[src/hw/simd_dec_pkg.sv]
package simd_dec_pkg;

	localparam int ns_id_bits = 3;
	localparam int ns_index_bits = 5;
	localparam int operand_bits = 3 * (ns_id_bits + ns_index_bits); // 24
	localparam int opcode_bits = 4;
	localparam int fn_bits = 4;
	localparam int inst_width = opcode_bits + fn_bits + operand_bits; // 32
	localparam int imem_addr_width = 10;
	localparam int group_id_bits = 4;
	localparam int num_groups = 1 << group_id_bits;
	localparam int iter_bits = operand_bits;

	typedef enum logic [opcode_bits-1:0] {
		op_ld_st = 4'd5,
		op_loop = 4'd7,
		op_permute = 4'd8,
		op_inst_group = 4'd10
	} opcode_e;

	// Function codes
	localparam logic [fn_bits-1:0] fn_ld_start = 4'd5;
	localparam logic [fn_bits-1:0] fn_st_start = 4'd13;
	localparam logic [fn_bits-1:0] fn_permute_start = 4'd3;
	localparam logic [fn_bits-1:0] fn_loop_iter = 4'd1; // Low half holds iteration count
	localparam logic [fn_bits-1:0] fn_loop_start = 4'd2; // Operands hold body length
	localparam logic [2:0] fn_group_buf_end = 3'b111; // Compared against fn[3:1]
	localparam logic [2:0] fn_group_ex_end = 3'b110;

	typedef enum logic [2:0] {
		idle,
		get_group_addr,
		inst_wait,
		in_loop,
		ld_wait,
		st_wait,
		permute_wait
	} seq_state_e;

	typedef enum logic [2:0] {
		kind_other,
		kind_loop_iter,
		kind_loop_start,
		kind_ld,
		kind_st,
		kind_permute,
		kind_group_start,
		kind_group_end // Buffer end and execution end, split by fn[1]
	} inst_kind_e;

endpackage

[src/hw/inst_field_decode.sv]
`timescale 1ns/1ps

module inst_field_decode import simd_dec_pkg::*; (
	input  logic [inst_width-1:0]    instruction_in,
	output opcode_e                  opcode,
	output logic [fn_bits-1:0]       fn,
	output logic [ns_id_bits-1:0]    dest_ns_id,
	output logic [ns_id_bits-1:0]    src1_ns_id,
	output logic [ns_id_bits-1:0]    src2_ns_id,
	output logic [ns_index_bits-1:0] dest_ns_index_id,
	output logic [ns_index_bits-1:0] src1_ns_index_id,
	output logic [ns_index_bits-1:0] src2_ns_index_id,
	output logic [operand_bits-1:0]  operands,
	output inst_kind_e               inst_kind
);

	// Word layout from the top: opcode, fn, dest, src1, src2
	assign opcode = opcode_e'(instruction_in[inst_width-1 -: opcode_bits]);
	assign fn = instruction_in[operand_bits +: fn_bits];
	assign operands = instruction_in[operand_bits-1:0];

	assign dest_ns_id = instruction_in[23:21];
	assign dest_ns_index_id = instruction_in[20:16];
	assign src1_ns_id = instruction_in[15:13];
	assign src1_ns_index_id = instruction_in[12:8];
	assign src2_ns_id = instruction_in[7:5];
	assign src2_ns_index_id = instruction_in[4:0];

	always_comb begin
		inst_kind = kind_other;
		case (opcode)
		op_loop: begin
			if (fn == fn_loop_iter)
				inst_kind = kind_loop_iter;
			else if (fn == fn_loop_start)
				inst_kind = kind_loop_start;
		end
		op_ld_st: begin
			if (fn == fn_ld_start)
				inst_kind = kind_ld;
			else if (fn == fn_st_start)
				inst_kind = kind_st;
		end
		op_permute: begin
			if (fn == fn_permute_start)
				inst_kind = kind_permute;
		end
		op_inst_group: begin
			if (fn[3:2] == 2'b10) // SIMD group start
				inst_kind = kind_group_start;
			else if (fn[3:1] == fn_group_buf_end || fn[3:1] == fn_group_ex_end)
				inst_kind = kind_group_end;
		end
		default: inst_kind = kind_other;
		endcase
	end

endmodule

[src/hw/loop_ctrl.sv]
`timescale 1ns/1ps

module loop_ctrl import simd_dec_pkg::*; (
	input  logic                       clk,
	input  logic                       reset,
	input  logic                       accept,
	input  inst_kind_e                 inst_kind,
	input  logic [operand_bits-1:0]    operands,
	input  logic [imem_addr_width-1:0] fetch_addr,
	input  logic                       wrap,
	output logic [imem_addr_width-1:0] loop_start_addr,
	output logic                       loop_last_addr,
	output logic                       loop_done
);

	logic [iter_bits-1:0] iter_value;
	logic [iter_bits-1:0] iter_count;
	logic [imem_addr_width-1:0] start_addr_q;
	logic [imem_addr_width-1:0] end_addr_q;

	// Iteration target and running count
	always_ff @(posedge clk) begin
		if (reset) begin
			iter_value <= '0;
			iter_count <= iter_bits'(1);
		end else begin
			if (accept && inst_kind == kind_loop_iter)
				iter_value <= iter_bits'(operands[operand_bits/2-1:0]);
			if (accept && inst_kind == kind_loop_start)
				iter_count <= iter_bits'(1); // First pass of the body
			else if (wrap)
				iter_count <= iter_count + iter_bits'(1);
		end
	end

	// Body spans start+1 .. start+length
	always_ff @(posedge clk) begin
		if (accept && inst_kind == kind_loop_start) begin
			start_addr_q <= fetch_addr + imem_addr_width'(1);
			end_addr_q <= fetch_addr + operands[imem_addr_width-1:0];
		end
	end

	assign loop_start_addr = start_addr_q;
	assign loop_last_addr = (fetch_addr == end_addr_q);
	assign loop_done = (iter_count == iter_value);

	// Sequencer must leave the loop instead of wrapping past the target
	a_no_wrap_past_end: assert property (
		@(posedge clk) disable iff (reset)
		wrap |-> (iter_count != iter_value)
	) else $error("loop wrap after final iteration");

endmodule

[src/hw/fetch_fsm.sv]
`timescale 1ns/1ps

module fetch_fsm import simd_dec_pkg::*; (
	input  logic                       clk,
	input  logic                       reset,
	input  logic                       start,
	input  logic [imem_addr_width-1:0] group_buf_rd_data,
	input  logic                       group_buf_rd_v,
	input  logic                       instruction_in_v,
	input  inst_kind_e                 inst_kind,
	input  logic [fn_bits-1:0]         fn,
	input  logic                       simd_tiles_done,
	input  logic                       ld_mem_simd_done,
	input  logic                       st_mem_simd_done,
	input  logic                       data_shuffle_done,
	input  logic [imem_addr_width-1:0] loop_start_addr,
	input  logic                       loop_last_addr,
	input  logic                       loop_done,
	output logic                       accept,
	output logic                       wrap,
	output logic [imem_addr_width-1:0] fetch_addr,
	output logic [imem_addr_width-1:0] imem_rd_address,
	output logic                       imem_rd_req,
	output logic                       stall,
	output logic                       ready,
	output logic                       in_ld_st,
	output logic                       in_shuffle,
	output logic                       in_single_loop
);

	seq_state_e state_q, state_d;
	logic [imem_addr_width-1:0] addr_q, addr_d;
	logic req_q, req_d;
	logic stall_q, stall_d;
	logic ex_end;
	logic wait_done;

	assign accept = instruction_in_v && (state_q == inst_wait || state_q == in_loop);
	assign wrap = accept && state_q == in_loop && loop_last_addr && !loop_done;
	assign ex_end = inst_kind == kind_group_end && fn[3:1] == fn_group_ex_end
		&& simd_tiles_done;

	always_comb begin
		case (state_q)
		ld_wait: wait_done = ld_mem_simd_done;
		st_wait: wait_done = st_mem_simd_done;
		permute_wait: wait_done = data_shuffle_done;
		default: wait_done = 1'b0;
		endcase
	end

	always_comb begin
		state_d = state_q;
		addr_d = addr_q;
		req_d = 1'b0;
		stall_d = stall_q;
		case (state_q)
		idle: begin
			if (start)
				state_d = get_group_addr;
		end
		get_group_addr: begin
			if (group_buf_rd_v) begin
				state_d = inst_wait;
				addr_d = group_buf_rd_data;
				req_d = 1'b1;
			end
		end
		inst_wait: begin
			if (accept) begin
				if (ex_end) begin
					state_d = idle;
				end else if (inst_kind == kind_ld || inst_kind == kind_st
						|| inst_kind == kind_permute) begin
					state_d = (inst_kind == kind_ld) ? ld_wait :
						(inst_kind == kind_st) ? st_wait : permute_wait;
					stall_d = 1'b1; // Hold the address until the done strobe
				end else begin
					if (inst_kind == kind_loop_start)
						state_d = in_loop;
					addr_d = addr_q + imem_addr_width'(1);
					req_d = 1'b1;
				end
			end
		end
		in_loop: begin
			if (accept) begin
				req_d = 1'b1;
				if (wrap)
					addr_d = loop_start_addr;
				else
					addr_d = addr_q + imem_addr_width'(1);
				if (loop_last_addr && loop_done)
					state_d = inst_wait;
			end
		end
		ld_wait, st_wait, permute_wait: begin
			if (wait_done) begin
				state_d = inst_wait;
				addr_d = addr_q + imem_addr_width'(1);
				req_d = 1'b1;
				stall_d = 1'b0;
			end
		end
		default: state_d = idle;
		endcase
	end

	always_ff @(posedge clk) begin
		if (reset) begin
			state_q <= idle;
			addr_q <= '0;
			req_q <= 1'b0;
			stall_q <= 1'b0;
		end else begin
			state_q <= state_d;
			addr_q <= addr_d;
			req_q <= req_d;
			stall_q <= stall_d;
		end
	end

	assign fetch_addr = addr_q;
	assign imem_rd_address = addr_q;
	assign imem_rd_req = req_q;
	assign stall = stall_q;
	assign ready = (state_q == idle);
	assign in_ld_st = (state_q == ld_wait) || (state_q == st_wait);
	assign in_shuffle = (state_q == permute_wait);
	assign in_single_loop = (state_q == in_loop);

	a_no_req_when_parked: assert property (
		@(posedge clk) disable iff (reset)
		(state_q inside {idle, ld_wait, st_wait, permute_wait}) |-> !imem_rd_req
	) else $error("imem request while sequencer is parked");

	a_stall_not_ready: assert property (
		@(posedge clk) disable iff (reset)
		!(stall && ready)
	) else $error("stall and ready high together");

endmodule

[src/hw/group_tracker.sv]
`timescale 1ns/1ps

module group_tracker import simd_dec_pkg::*; (
	input  logic                     clk,
	input  logic                     reset,
	input  logic                     accept,
	input  inst_kind_e               inst_kind,
	input  logic [fn_bits-1:0]       fn,
	input  logic [ns_id_bits-1:0]    dest_ns_id,
	input  logic [ns_id_bits-1:0]    src1_ns_id,
	input  logic                     simd_tiles_done,
	output logic [group_id_bits-1:0] ld_st_group_id,
	output logic [num_groups-1:0]    st_config_done,
	output logic [group_id_bits-1:0] group_id,
	output logic                     buf_done,
	output logic                     done
);

	logic [group_id_bits-1:0] cur_group;
	logic buf_end;
	logic ex_end;

	assign buf_end = accept && inst_kind == kind_group_end && fn[3:1] == fn_group_buf_end;
	assign ex_end = accept && inst_kind == kind_group_end && fn[3:1] == fn_group_ex_end
		&& simd_tiles_done;

	always_ff @(posedge clk) begin
		if (reset) begin
			cur_group <= '0;
			st_config_done <= '0;
			buf_done <= 1'b0;
			done <= 1'b0;
		end else begin
			if (accept && inst_kind == kind_group_start)
				cur_group <= {fn[1:0], dest_ns_id[2:1]};
			if (accept && inst_kind == kind_st)
				st_config_done[cur_group] <= 1'b1; // Sticky until reset
			buf_done <= buf_end;
			done <= ex_end;
		end
	end

	always_ff @(posedge clk) begin
		if (buf_end)
			group_id <= group_id_bits'(src1_ns_id);
	end

	assign ld_st_group_id = cur_group;

endmodule

[src/hw/simd_decoder_top.sv]
`timescale 1ns/1ps

module simd_decoder_top import simd_dec_pkg::*; (
	input  logic                       clk,
	input  logic                       reset,
	input  logic                       start,
	input  logic [group_id_bits-1:0]   group_id_s,
	input  logic [inst_width-1:0]      instruction_in,
	input  logic                       instruction_in_v,
	input  logic [imem_addr_width-1:0] group_buf_rd_data,
	input  logic                       group_buf_rd_v,
	output logic                       group_buf_rd_req,
	output logic [group_id_bits-1:0]   group_buf_rd_addr,
	input  logic                       ld_mem_simd_done,
	input  logic                       st_mem_simd_done,
	input  logic                       simd_tiles_done,
	input  logic                       data_shuffle_done,
	output logic                       in_ld_st,
	output logic                       in_shuffle,
	output logic                       ready,
	output logic [num_groups-1:0]      st_config_done,
	output logic [group_id_bits-1:0]   ld_st_group_id,
	output logic                       stall,
	output logic [imem_addr_width-1:0] imem_rd_address,
	output logic                       imem_rd_req,
	output opcode_e                    opcode,
	output logic [fn_bits-1:0]         fn,
	output logic [ns_id_bits-1:0]      dest_ns_id,
	output logic [ns_index_bits-1:0]   dest_ns_index_id,
	output logic [ns_id_bits-1:0]      src1_ns_id,
	output logic [ns_index_bits-1:0]   src1_ns_index_id,
	output logic [ns_id_bits-1:0]      src2_ns_id,
	output logic [ns_index_bits-1:0]   src2_ns_index_id,
	output logic                       in_single_loop,
	output logic                       buf_done,
	output logic                       done,
	output logic [group_id_bits-1:0]   group_id
);

	logic [operand_bits-1:0] operands;
	inst_kind_e inst_kind;
	logic accept;
	logic wrap;
	logic [imem_addr_width-1:0] fetch_addr;
	logic [imem_addr_width-1:0] loop_start_addr;
	logic loop_last_addr;
	logic loop_done;

	// Group table lookup, one cycle after start
	always_ff @(posedge clk) begin
		if (reset)
			group_buf_rd_req <= 1'b0;
		else
			group_buf_rd_req <= start;
	end

	always_ff @(posedge clk) begin
		group_buf_rd_addr <= group_id_s;
	end

	inst_field_decode u_decode (
		.instruction_in   (instruction_in),
		.opcode           (opcode),
		.fn               (fn),
		.dest_ns_id       (dest_ns_id),
		.src1_ns_id       (src1_ns_id),
		.src2_ns_id       (src2_ns_id),
		.dest_ns_index_id (dest_ns_index_id),
		.src1_ns_index_id (src1_ns_index_id),
		.src2_ns_index_id (src2_ns_index_id),
		.operands         (operands),
		.inst_kind        (inst_kind)
	);

	loop_ctrl u_loop (
		.clk             (clk),
		.reset           (reset),
		.accept          (accept),
		.inst_kind       (inst_kind),
		.operands        (operands),
		.fetch_addr      (fetch_addr),
		.wrap            (wrap),
		.loop_start_addr (loop_start_addr),
		.loop_last_addr  (loop_last_addr),
		.loop_done       (loop_done)
	);

	fetch_fsm u_fetch (
		.clk               (clk),
		.reset             (reset),
		.start             (start),
		.group_buf_rd_data (group_buf_rd_data),
		.group_buf_rd_v    (group_buf_rd_v),
		.instruction_in_v  (instruction_in_v),
		.inst_kind         (inst_kind),
		.fn                (fn),
		.simd_tiles_done   (simd_tiles_done),
		.ld_mem_simd_done  (ld_mem_simd_done),
		.st_mem_simd_done  (st_mem_simd_done),
		.data_shuffle_done (data_shuffle_done),
		.loop_start_addr   (loop_start_addr),
		.loop_last_addr    (loop_last_addr),
		.loop_done         (loop_done),
		.accept            (accept),
		.wrap              (wrap),
		.fetch_addr        (fetch_addr),
		.imem_rd_address   (imem_rd_address),
		.imem_rd_req       (imem_rd_req),
		.stall             (stall),
		.ready             (ready),
		.in_ld_st          (in_ld_st),
		.in_shuffle        (in_shuffle),
		.in_single_loop    (in_single_loop)
	);

	group_tracker u_group (
		.clk             (clk),
		.reset           (reset),
		.accept          (accept),
		.inst_kind       (inst_kind),
		.fn              (fn),
		.dest_ns_id      (dest_ns_id),
		.src1_ns_id      (src1_ns_id),
		.simd_tiles_done (simd_tiles_done),
		.ld_st_group_id  (ld_st_group_id),
		.st_config_done  (st_config_done),
		.group_id        (group_id),
		.buf_done        (buf_done),
		.done            (done)
	);

endmodule

[config.mk]
export PLATFORM = sky130hd
export DESIGN_NAME = simd_decoder_top
export DESIGN_NICKNAME = d
export VERILOG_FILES = /design/src/hw/simd_dec_pkg.sv /design/src/hw/inst_field_decode.sv /design/src/hw/loop_ctrl.sv /design/src/hw/fetch_fsm.sv /design/src/hw/group_tracker.sv /design/src/hw/simd_decoder_top.sv
export SDC_FILE = /design/constraint.sdc
export NUM_CORES = 1
export LEC_CHECK = 0
export ABC_CLOCK_PERIOD_IN_PS = 6000
export BUFFER_PORTS_ARGS = -buffer_cell sky130_fd_sc_hd__buf_2
export CAP_MARGIN = 20
export CORE_MARGIN = 2
export CORE_UTILIZATION = 58
export CTS_CLUSTER_SIZE = 28
export DETAILED_ROUTE_END_ITERATION = 6
export GPL_TIMING_DRIVEN = 0
export PLACE_DENSITY = 0.86
export SYNTH_ARGS = -nofsm -noshare
export SYNTH_HDL_FRONTEND = slang
export SYNTH_SLANG_ARGS = --single-unit
export TNS_END_PERCENT = 50
[constraint.sdc]
create_clock -name clk -period 6 [get_ports clk]
set_input_delay 1.2 -clock clk [delete_from_list [all_inputs] [get_ports clk]]
set_output_delay 1.2 -clock clk [all_outputs]
set_load 0.02 [all_outputs]
== Word level (Yosys, flattened, before mapping) ==
Cells that the tools add are included.

* Register bits: 101
* Word-level logic and storage cells: 131
* Input bits: 55
* Output and inout port bits: 79

* Multiplexer cells: 43
* Bitwise logic cells: 1
* Equality and inequality tests: 37
* Add/subtract/negate cells: 3
* Magnitude comparators: 2
* Reduce and logical (&&, ||, !) cells: 30

{| class="wikitable"
|+ Operators with widths
! cell !! count
|-
| two-way mux 10 bit || 7
|-
| two-way mux 3 bit || 16
|-
| case mux 10 bit (4 select lines) || 1
|-
| equality test 3 bit, second input constant || 9
|-
| adder 24 x 1 -> 24 bit, second input constant || 1
|-
| equality test 24 x 12 -> 1 bit || 1
|-
| logical AND 1 bit || 16
|-
| OR 16 bit || 1
|-
| case mux 3 bit (5 select lines) || 1
|-
| AND reduction 7 bit || 2
|-
| equality test 3 x 2 -> 1 bit, second input constant || 4
|-
| equality test 4 x 3 -> 1 bit, second input constant || 3
|-
| equality test 4 bit, second input constant || 3
|-
| case mux 3 bit (4 select lines) || 1
|-
| two-way mux 1 bit || 11
|-
| adder 10 x 1 -> 10 bit, second input constant || 1
|-
| adder 10 bit || 1
|-
| equality test 10 bit || 1
|-
| != test 2 bit, second input constant || 5
|-
| equality test 4 x 2 -> 1 bit, second input constant || 2
|-
| != test 2 x 1 -> 1 bit, second input constant || 4
|-
| equality test 3 x 1 -> 1 bit, second input constant || 2
|-
| logical OR 1 bit || 5
|-
| < comparator 4 x 5 -> 1 bit, second input constant || 1
|-
| 16 further kinds || 17
|}

== Depth between registers and ports, before layout ==
* Depth in word-level cells: 12
* Mapped depth: 9

== Cells and area by module ==
Synthesis repeated with hierarchy kept, for this count alone.

* Cell total of the unflattened synthesis: 650
* Area, all modules: 5924.4 um^2

{| class="wikitable"
|+ Modules (own cells, without submodules)
! module !! times used !! sequential area each (um^2) !! area an instance (um^2) !! cells each
|-
| loop_ctrl || 1 || 1321.3 || 2924.1 || 305
|-
| fetch_fsm || 1 || 300.3 || 1343.8 || 172
|-
| group_tracker || 1 || 530.5 || 992.2 || 94
|-
| inst_field_decode || 1 || 0.0 || 550.5 || 73
|-
| simd_decoder_top || 1 || 100.1 || 113.9 || 6
|}

== Worst setup path after synthesis ==
Ideal clock, no wire load.

* Path kind: input -> register
* From: input instruction_in[25]
* To: register u_loop.end_addr_q[0] (enable)
* Buffers on the path: 1
* Stages: 4
* Library setup time: 397 ps
* Arrival: 2680 ps
* Path slack: 2924 ps
* Cells stage by stage: clkbuf_1 -> nor2b_1 -> nand4_1 -> nor2_1

* Cells in the longest elaborated chain, start to end: 7
* Elaborated cells on any way between the ends: 18
* Those cells by class: 8 x eq/ne; 8 x mux; 2 x reduce/logical

{| class="wikitable"
|+ Ends and longest elaborated chain
! item !! RTL line !! source
|-
| start: declaration || simd_decoder_top.sv:8 || <nowiki>input logic [inst_width-1:0] instruction_in,</nowiki>
|-
| equality test 3 bit || inst_field_decode.sv:51 || <nowiki>else if (fn[3:1] == fn_group_buf_end || fn[3:1] == fn_group_ex_end)</nowiki>
|-
| logical OR 1 bit || inst_field_decode.sv:51 ||
|-
| two-way mux 3 bit || inst_field_decode.sv:51 ||
|-
| two-way mux 3 bit || inst_field_decode.sv:49 || <nowiki>if (fn[3:2] == 2'b10)</nowiki>
|-
| case mux 3 bit (4 select lines) (*) || inst_field_decode.sv:31 || <nowiki>case (opcode)</nowiki>
|-
| equality test 3 x 2 -> 1 bit (*) || loop_ctrl.sv:38 || <nowiki>if (accept && inst_kind == kind_loop_start) begin</nowiki>
|-
| logical AND 1 bit (*) || loop_ctrl.sv:38 ||
|-
| end signal: assignment || loop_ctrl.sv:40 || <nowiki>end_addr_q <= fetch_addr + operands[imem_addr_width-1:0];</nowiki>
|-
| end: declaration || loop_ctrl.sv:19 || <nowiki>logic [imem_addr_width-1:0] end_addr_q;</nowiki>
|}

Every way passes the cells marked *; elsewhere a longest branch is shown, timed or not.
A chain may end at the register's enable or synchronous reset.

== Final worst setup path ==
* From: register u_fetch.state_q[1]
* To: output in_single_loop

* Cells in the longest elaborated chain, start to end: 1

{| class="wikitable"
|+ Ends and longest elaborated chain
! item !! RTL line !! source
|-
| start: declaration || fetch_fsm.sv:31 || <nowiki>seq_state_e state_q, state_d;</nowiki>
|-
| start signal: assignment || fetch_fsm.sv:111 || <nowiki>state_q <= idle;</nowiki>
|-
| start signal: assignment || fetch_fsm.sv:116 || <nowiki>state_q <= state_d;</nowiki>
|-
| equality test 3 x 2 -> 1 bit || fetch_fsm.sv:130 || <nowiki>assign in_single_loop = (state_q == in_loop);</nowiki>
|-
| end: declaration || simd_decoder_top.sv:34 || <nowiki>output logic in_single_loop,</nowiki>
|}

Every way passes these cells.

==> results.sh <==
export IMPL_antenna_found_initial=0
export IMPL_drive_gt1_frac=0.260
export IMPL_synth_nets=681
export IMPL_r2r_end="u_fetch.fetch_addr[2]$_SDFFE_PP0P_"
export IMPL_skew_ns=0.0230
export IMPL_drt_iter0_markers=328
export IMPL_initial_core_util=0.595
export IMPL_grt_pass1_vias=4888
export IMPL_worstMarginPinSlew_ns=0.820
export IMPL_numPortBuffers=122
export IMPL_syn_to_final_growth_pct=17.5
export IMPL_min_to="u_group.st_config_done[0]$_SDFFE_PP0P_"
export IMPL_first_pass_iters=5
export IMPL_die_w_um=101
export IMPL_finalCritPeriodShare=0.581
export IMPL_r2r_slack_ns=3.45
export IMPL_cts_root_buf="clkbuf_8"
export IMPL_p_leak_nw=2.69
export IMPL_status="finished clean"
export IMPL_n_fill_cell=722
export IMPL_slew_headroom=0.439
export IMPL_arrival_ns=2.29
export IMPL_yosysTopAreaCellShare=0.285
export IMPL_die_height_um=101
export IMPL_synth_cells=614
export IMPL_vdd_drop_max_mv=0.203
export IMPL_grt_overflow=0
export IMPL_synth_edf_count=23
export IMPL_period_minus_slack_ns=3.49
export IMPL_io_pins=134
export IMPL_synthTopCellsByArea="dfxtp_1, edfxtp_1, buf_4"
export IMPL_async_flop_share=0
export IMPL_core_area_um2=9200
export IMPL_hold_buffers=0
export IMPL_worst_r2r_path_depth=7
export IMPL_fmaxAchievable_ghz=0.287
export IMPL_synth_warning_count=0
export IMPL_clkSlewWorstSetupHoldPaths_ns=0.12
export IMPL_die_area_um2=10200
export IMPL_dp_hpwl_mm=10.7
export IMPL_antenna_cells=0
export IMPL_p_per_area_nw_per_um2=270
export IMPL_track_usage=0.278
export IMPL_setup_viol=0
export IMPL_ys_ff_latch=101
export IMPL_crit_type="register to primary output"
export IMPL_ctsResizeCount=0
export IMPL_path_max_fanout=10
export IMPL_ant_nets=0
export IMPL_layout_common_cells="buf_2, dfxtp_1, nand2_1"
export IMPL_synthDistinctLibCells=64
export IMPL_syn_avg_cell_area_um2=8.91
export IMPL_synthFlopType="dfxtp_1"
export IMPL_yosysTopAreaCell="dfxtp_1"
export IMPL_final_common_cell="buf_2"
export IMPL_hold_depth=2
export IMPL_r2r_start="u_fetch.fetch_addr[0]$_SDFFE_PP0P_"
export IMPL_cts_sinks=101
export IMPL_final_nets=816
export IMPL_hold_viol=0
export IMPL_drc=0
export IMPL_max_clock_path_buffers=2
export IMPL_crit_path_start_kind="register"
export IMPL_clk_latency_ns=0.38
export IMPL_rows=35
export IMPL_htreeDepth=3
export IMPL_ys_seq_area_frac=0.412
export IMPL_routed_wl_mm=14.2
export IMPL_cts_tree="yes"
export IMPL_grt_pass1_wl_mm=23.0
export IMPL_hold_path_class="register to register"
export IMPL_slew_violations=0
export IMPL_cp_required_ns=4.80
export IMPL_maxCapViolCount=0
export IMPL_synth_cell_area_um2=5470
export IMPL_rsz0062_at_grt="false"
export IMPL_wl_per_cell_um=16.4
export IMPL_setup_tns_ns=0
export IMPL_cts_buffers=9
export IMPL_fin_util=0.699
export IMPL_end_kind="primary output"
export IMPL_place_gp_congestion=0.933
export IMPL_dr_total_vias=5176
export IMPL_holdCritStartpoint="u_group.st_config_done[0]$_SDFFE_PP0P_"
export IMPL_vias_per_cell=5.98
export IMPL_cts_setup_buffers=0
export IMPL_grt_max_degree=20
## cell usage after synthesis, drive strengths merged (4+ instances only)
master,instances
and3,13
mux2i,14
edfxtp,23
buf,42
xor2,13
nand2,54
nor2b,11
or4,11
nor2,50
a211oi,6
nand3,36
clkbuf,21
a22oi,8
and3b,4
o21ai,25
a31oi,7
a311oi,5
o21bai,7
nand2b,7
nor3,4
a21oi,42
nor4,6
xnor2,29
inv,12
ha,11
dfxtp,78
a41oi,7
and2,4
o31ai,7
nand4,15
## stage by stage
stage | area, um^2 | setup slack (ns) | hold slack (ns) | cells | power (W)
2_1_floorplan | 5470 | 2.92 | 0.454 | 614 | 0.00116
3_3_place_gp | 6220 | 2.36 | 0.446 | 847 | 0.00130
3_5_place_dp | 6240 | 2.74 | 0.448 | 849 | 0.00132
4_1_cts | 6430 | 2.54 | 0.477 | 865 | 0.00173
5_1_grt | 6430 | 2.38 | 0.513 | 865 | 0.00181
6_report | 6430 | 2.51 | 0.477 | 865 | 0.00174
## worst max-delay path, stage by stage (launching register included)
cell,delay [ns]
dfxtp_1,0.32
clkbuf_1,0.28
and3b_1,0.26
clkbuf_1,0.39
buf_1,0.42
buf_2,0.25
## layer usage
layer	up-vias	routed length [um]	track usage
met3	24	843	0.0573
met1	2487	5880	0.355
met2	209	7270	0.478
met4	0	233	0.0811
met5	-	0	0
li1	2456	-	-
## final cells by class
type	count	area, um^2	area share
Buffer	63	374	0.0582
Multi-Input combinational cell	438	2800	0.436
Sequential cell	101	2250	0.350
Clock buffer	9	124	0.0193
Timing Repair Buffer	124	631	0.0981
Inverter	12	45.0	0.00700
Clock inverter	7	62.6	0.00973
Tap cell	111	139	0.0216
## how the worst max path moves through the flow
| stage | start | to | slack, ns | depth (start not counted) |
|---|---|---|---|---|
| floorplan | instruction_in[25] | u_loop.end_addr_q[0]$_DFFE_PP_ | 2.92 | 4 |
| global placement | instruction_in[25] | u_loop.end_addr_q[1]$_DFFE_PP_ | 2.36 | 4 |
| detailed placement | instruction_in[25] | u_fetch.state_q[2]$_SDFFE_PP0P_ | 2.74 | 6 |
| CTS | u_fetch.state_q[1]$_SDFFE_PP0P_ | in_single_loop | 2.54 | 5 |
| global route | u_fetch.state_q[1]$_SDFFE_PP0P_ | in_single_loop | 2.38 | 5 |
| finish | u_fetch.state_q[1]$_SDFFE_PP0P_ | in_single_loop | 2.51 | 5 |
## state kept, by name, indices dropped and copies added (netlist names)
signal / cells
u_loop.loop_start_addr: 10
u_group.buf_done: 1
u_fetch.stall: 1
u_group.ld_st_group_id: 4
u_fetch.imem_rd_req: 1
group_buf_rd_req: 1
u_group.done: 1
u_group.group_id: 3
u_group.st_config_done: 16
u_loop.end_addr_q: 10
u_loop.iter_count: 24
u_loop.iter_value: 12
u_fetch.state_q: 3
group_buf_rd_addr: 4
u_fetch.fetch_addr: 10
## where the power goes
part	internal [W]	leakage (nW)	switching, W
combinational	0.000210	1.75	0.000298
sequential	0.000746	0.841	0.0000594
clock	0.000161	0.0984	0.000262
total	0.00112	2.69	0.000619
## cells by family (layout without fill, tap and decap cells)
group                    Yosys count  in the layout  share of synthesized area
adder cells (fa/ha/maj)           12             12                     0.0288
flip-flops                       101            101                      0.412
AND/OR/NAND/NOR                  233            233                      0.221
buffers and inverters             75            215                     0.0766
other                              1              1                   0.000685
AO/OA/AOI/OAI                    133            133                      0.162
XOR/XNOR                          42             42                     0.0672
multiplexers                      17             17                     0.0318
(Power assumes the default switching activity.)
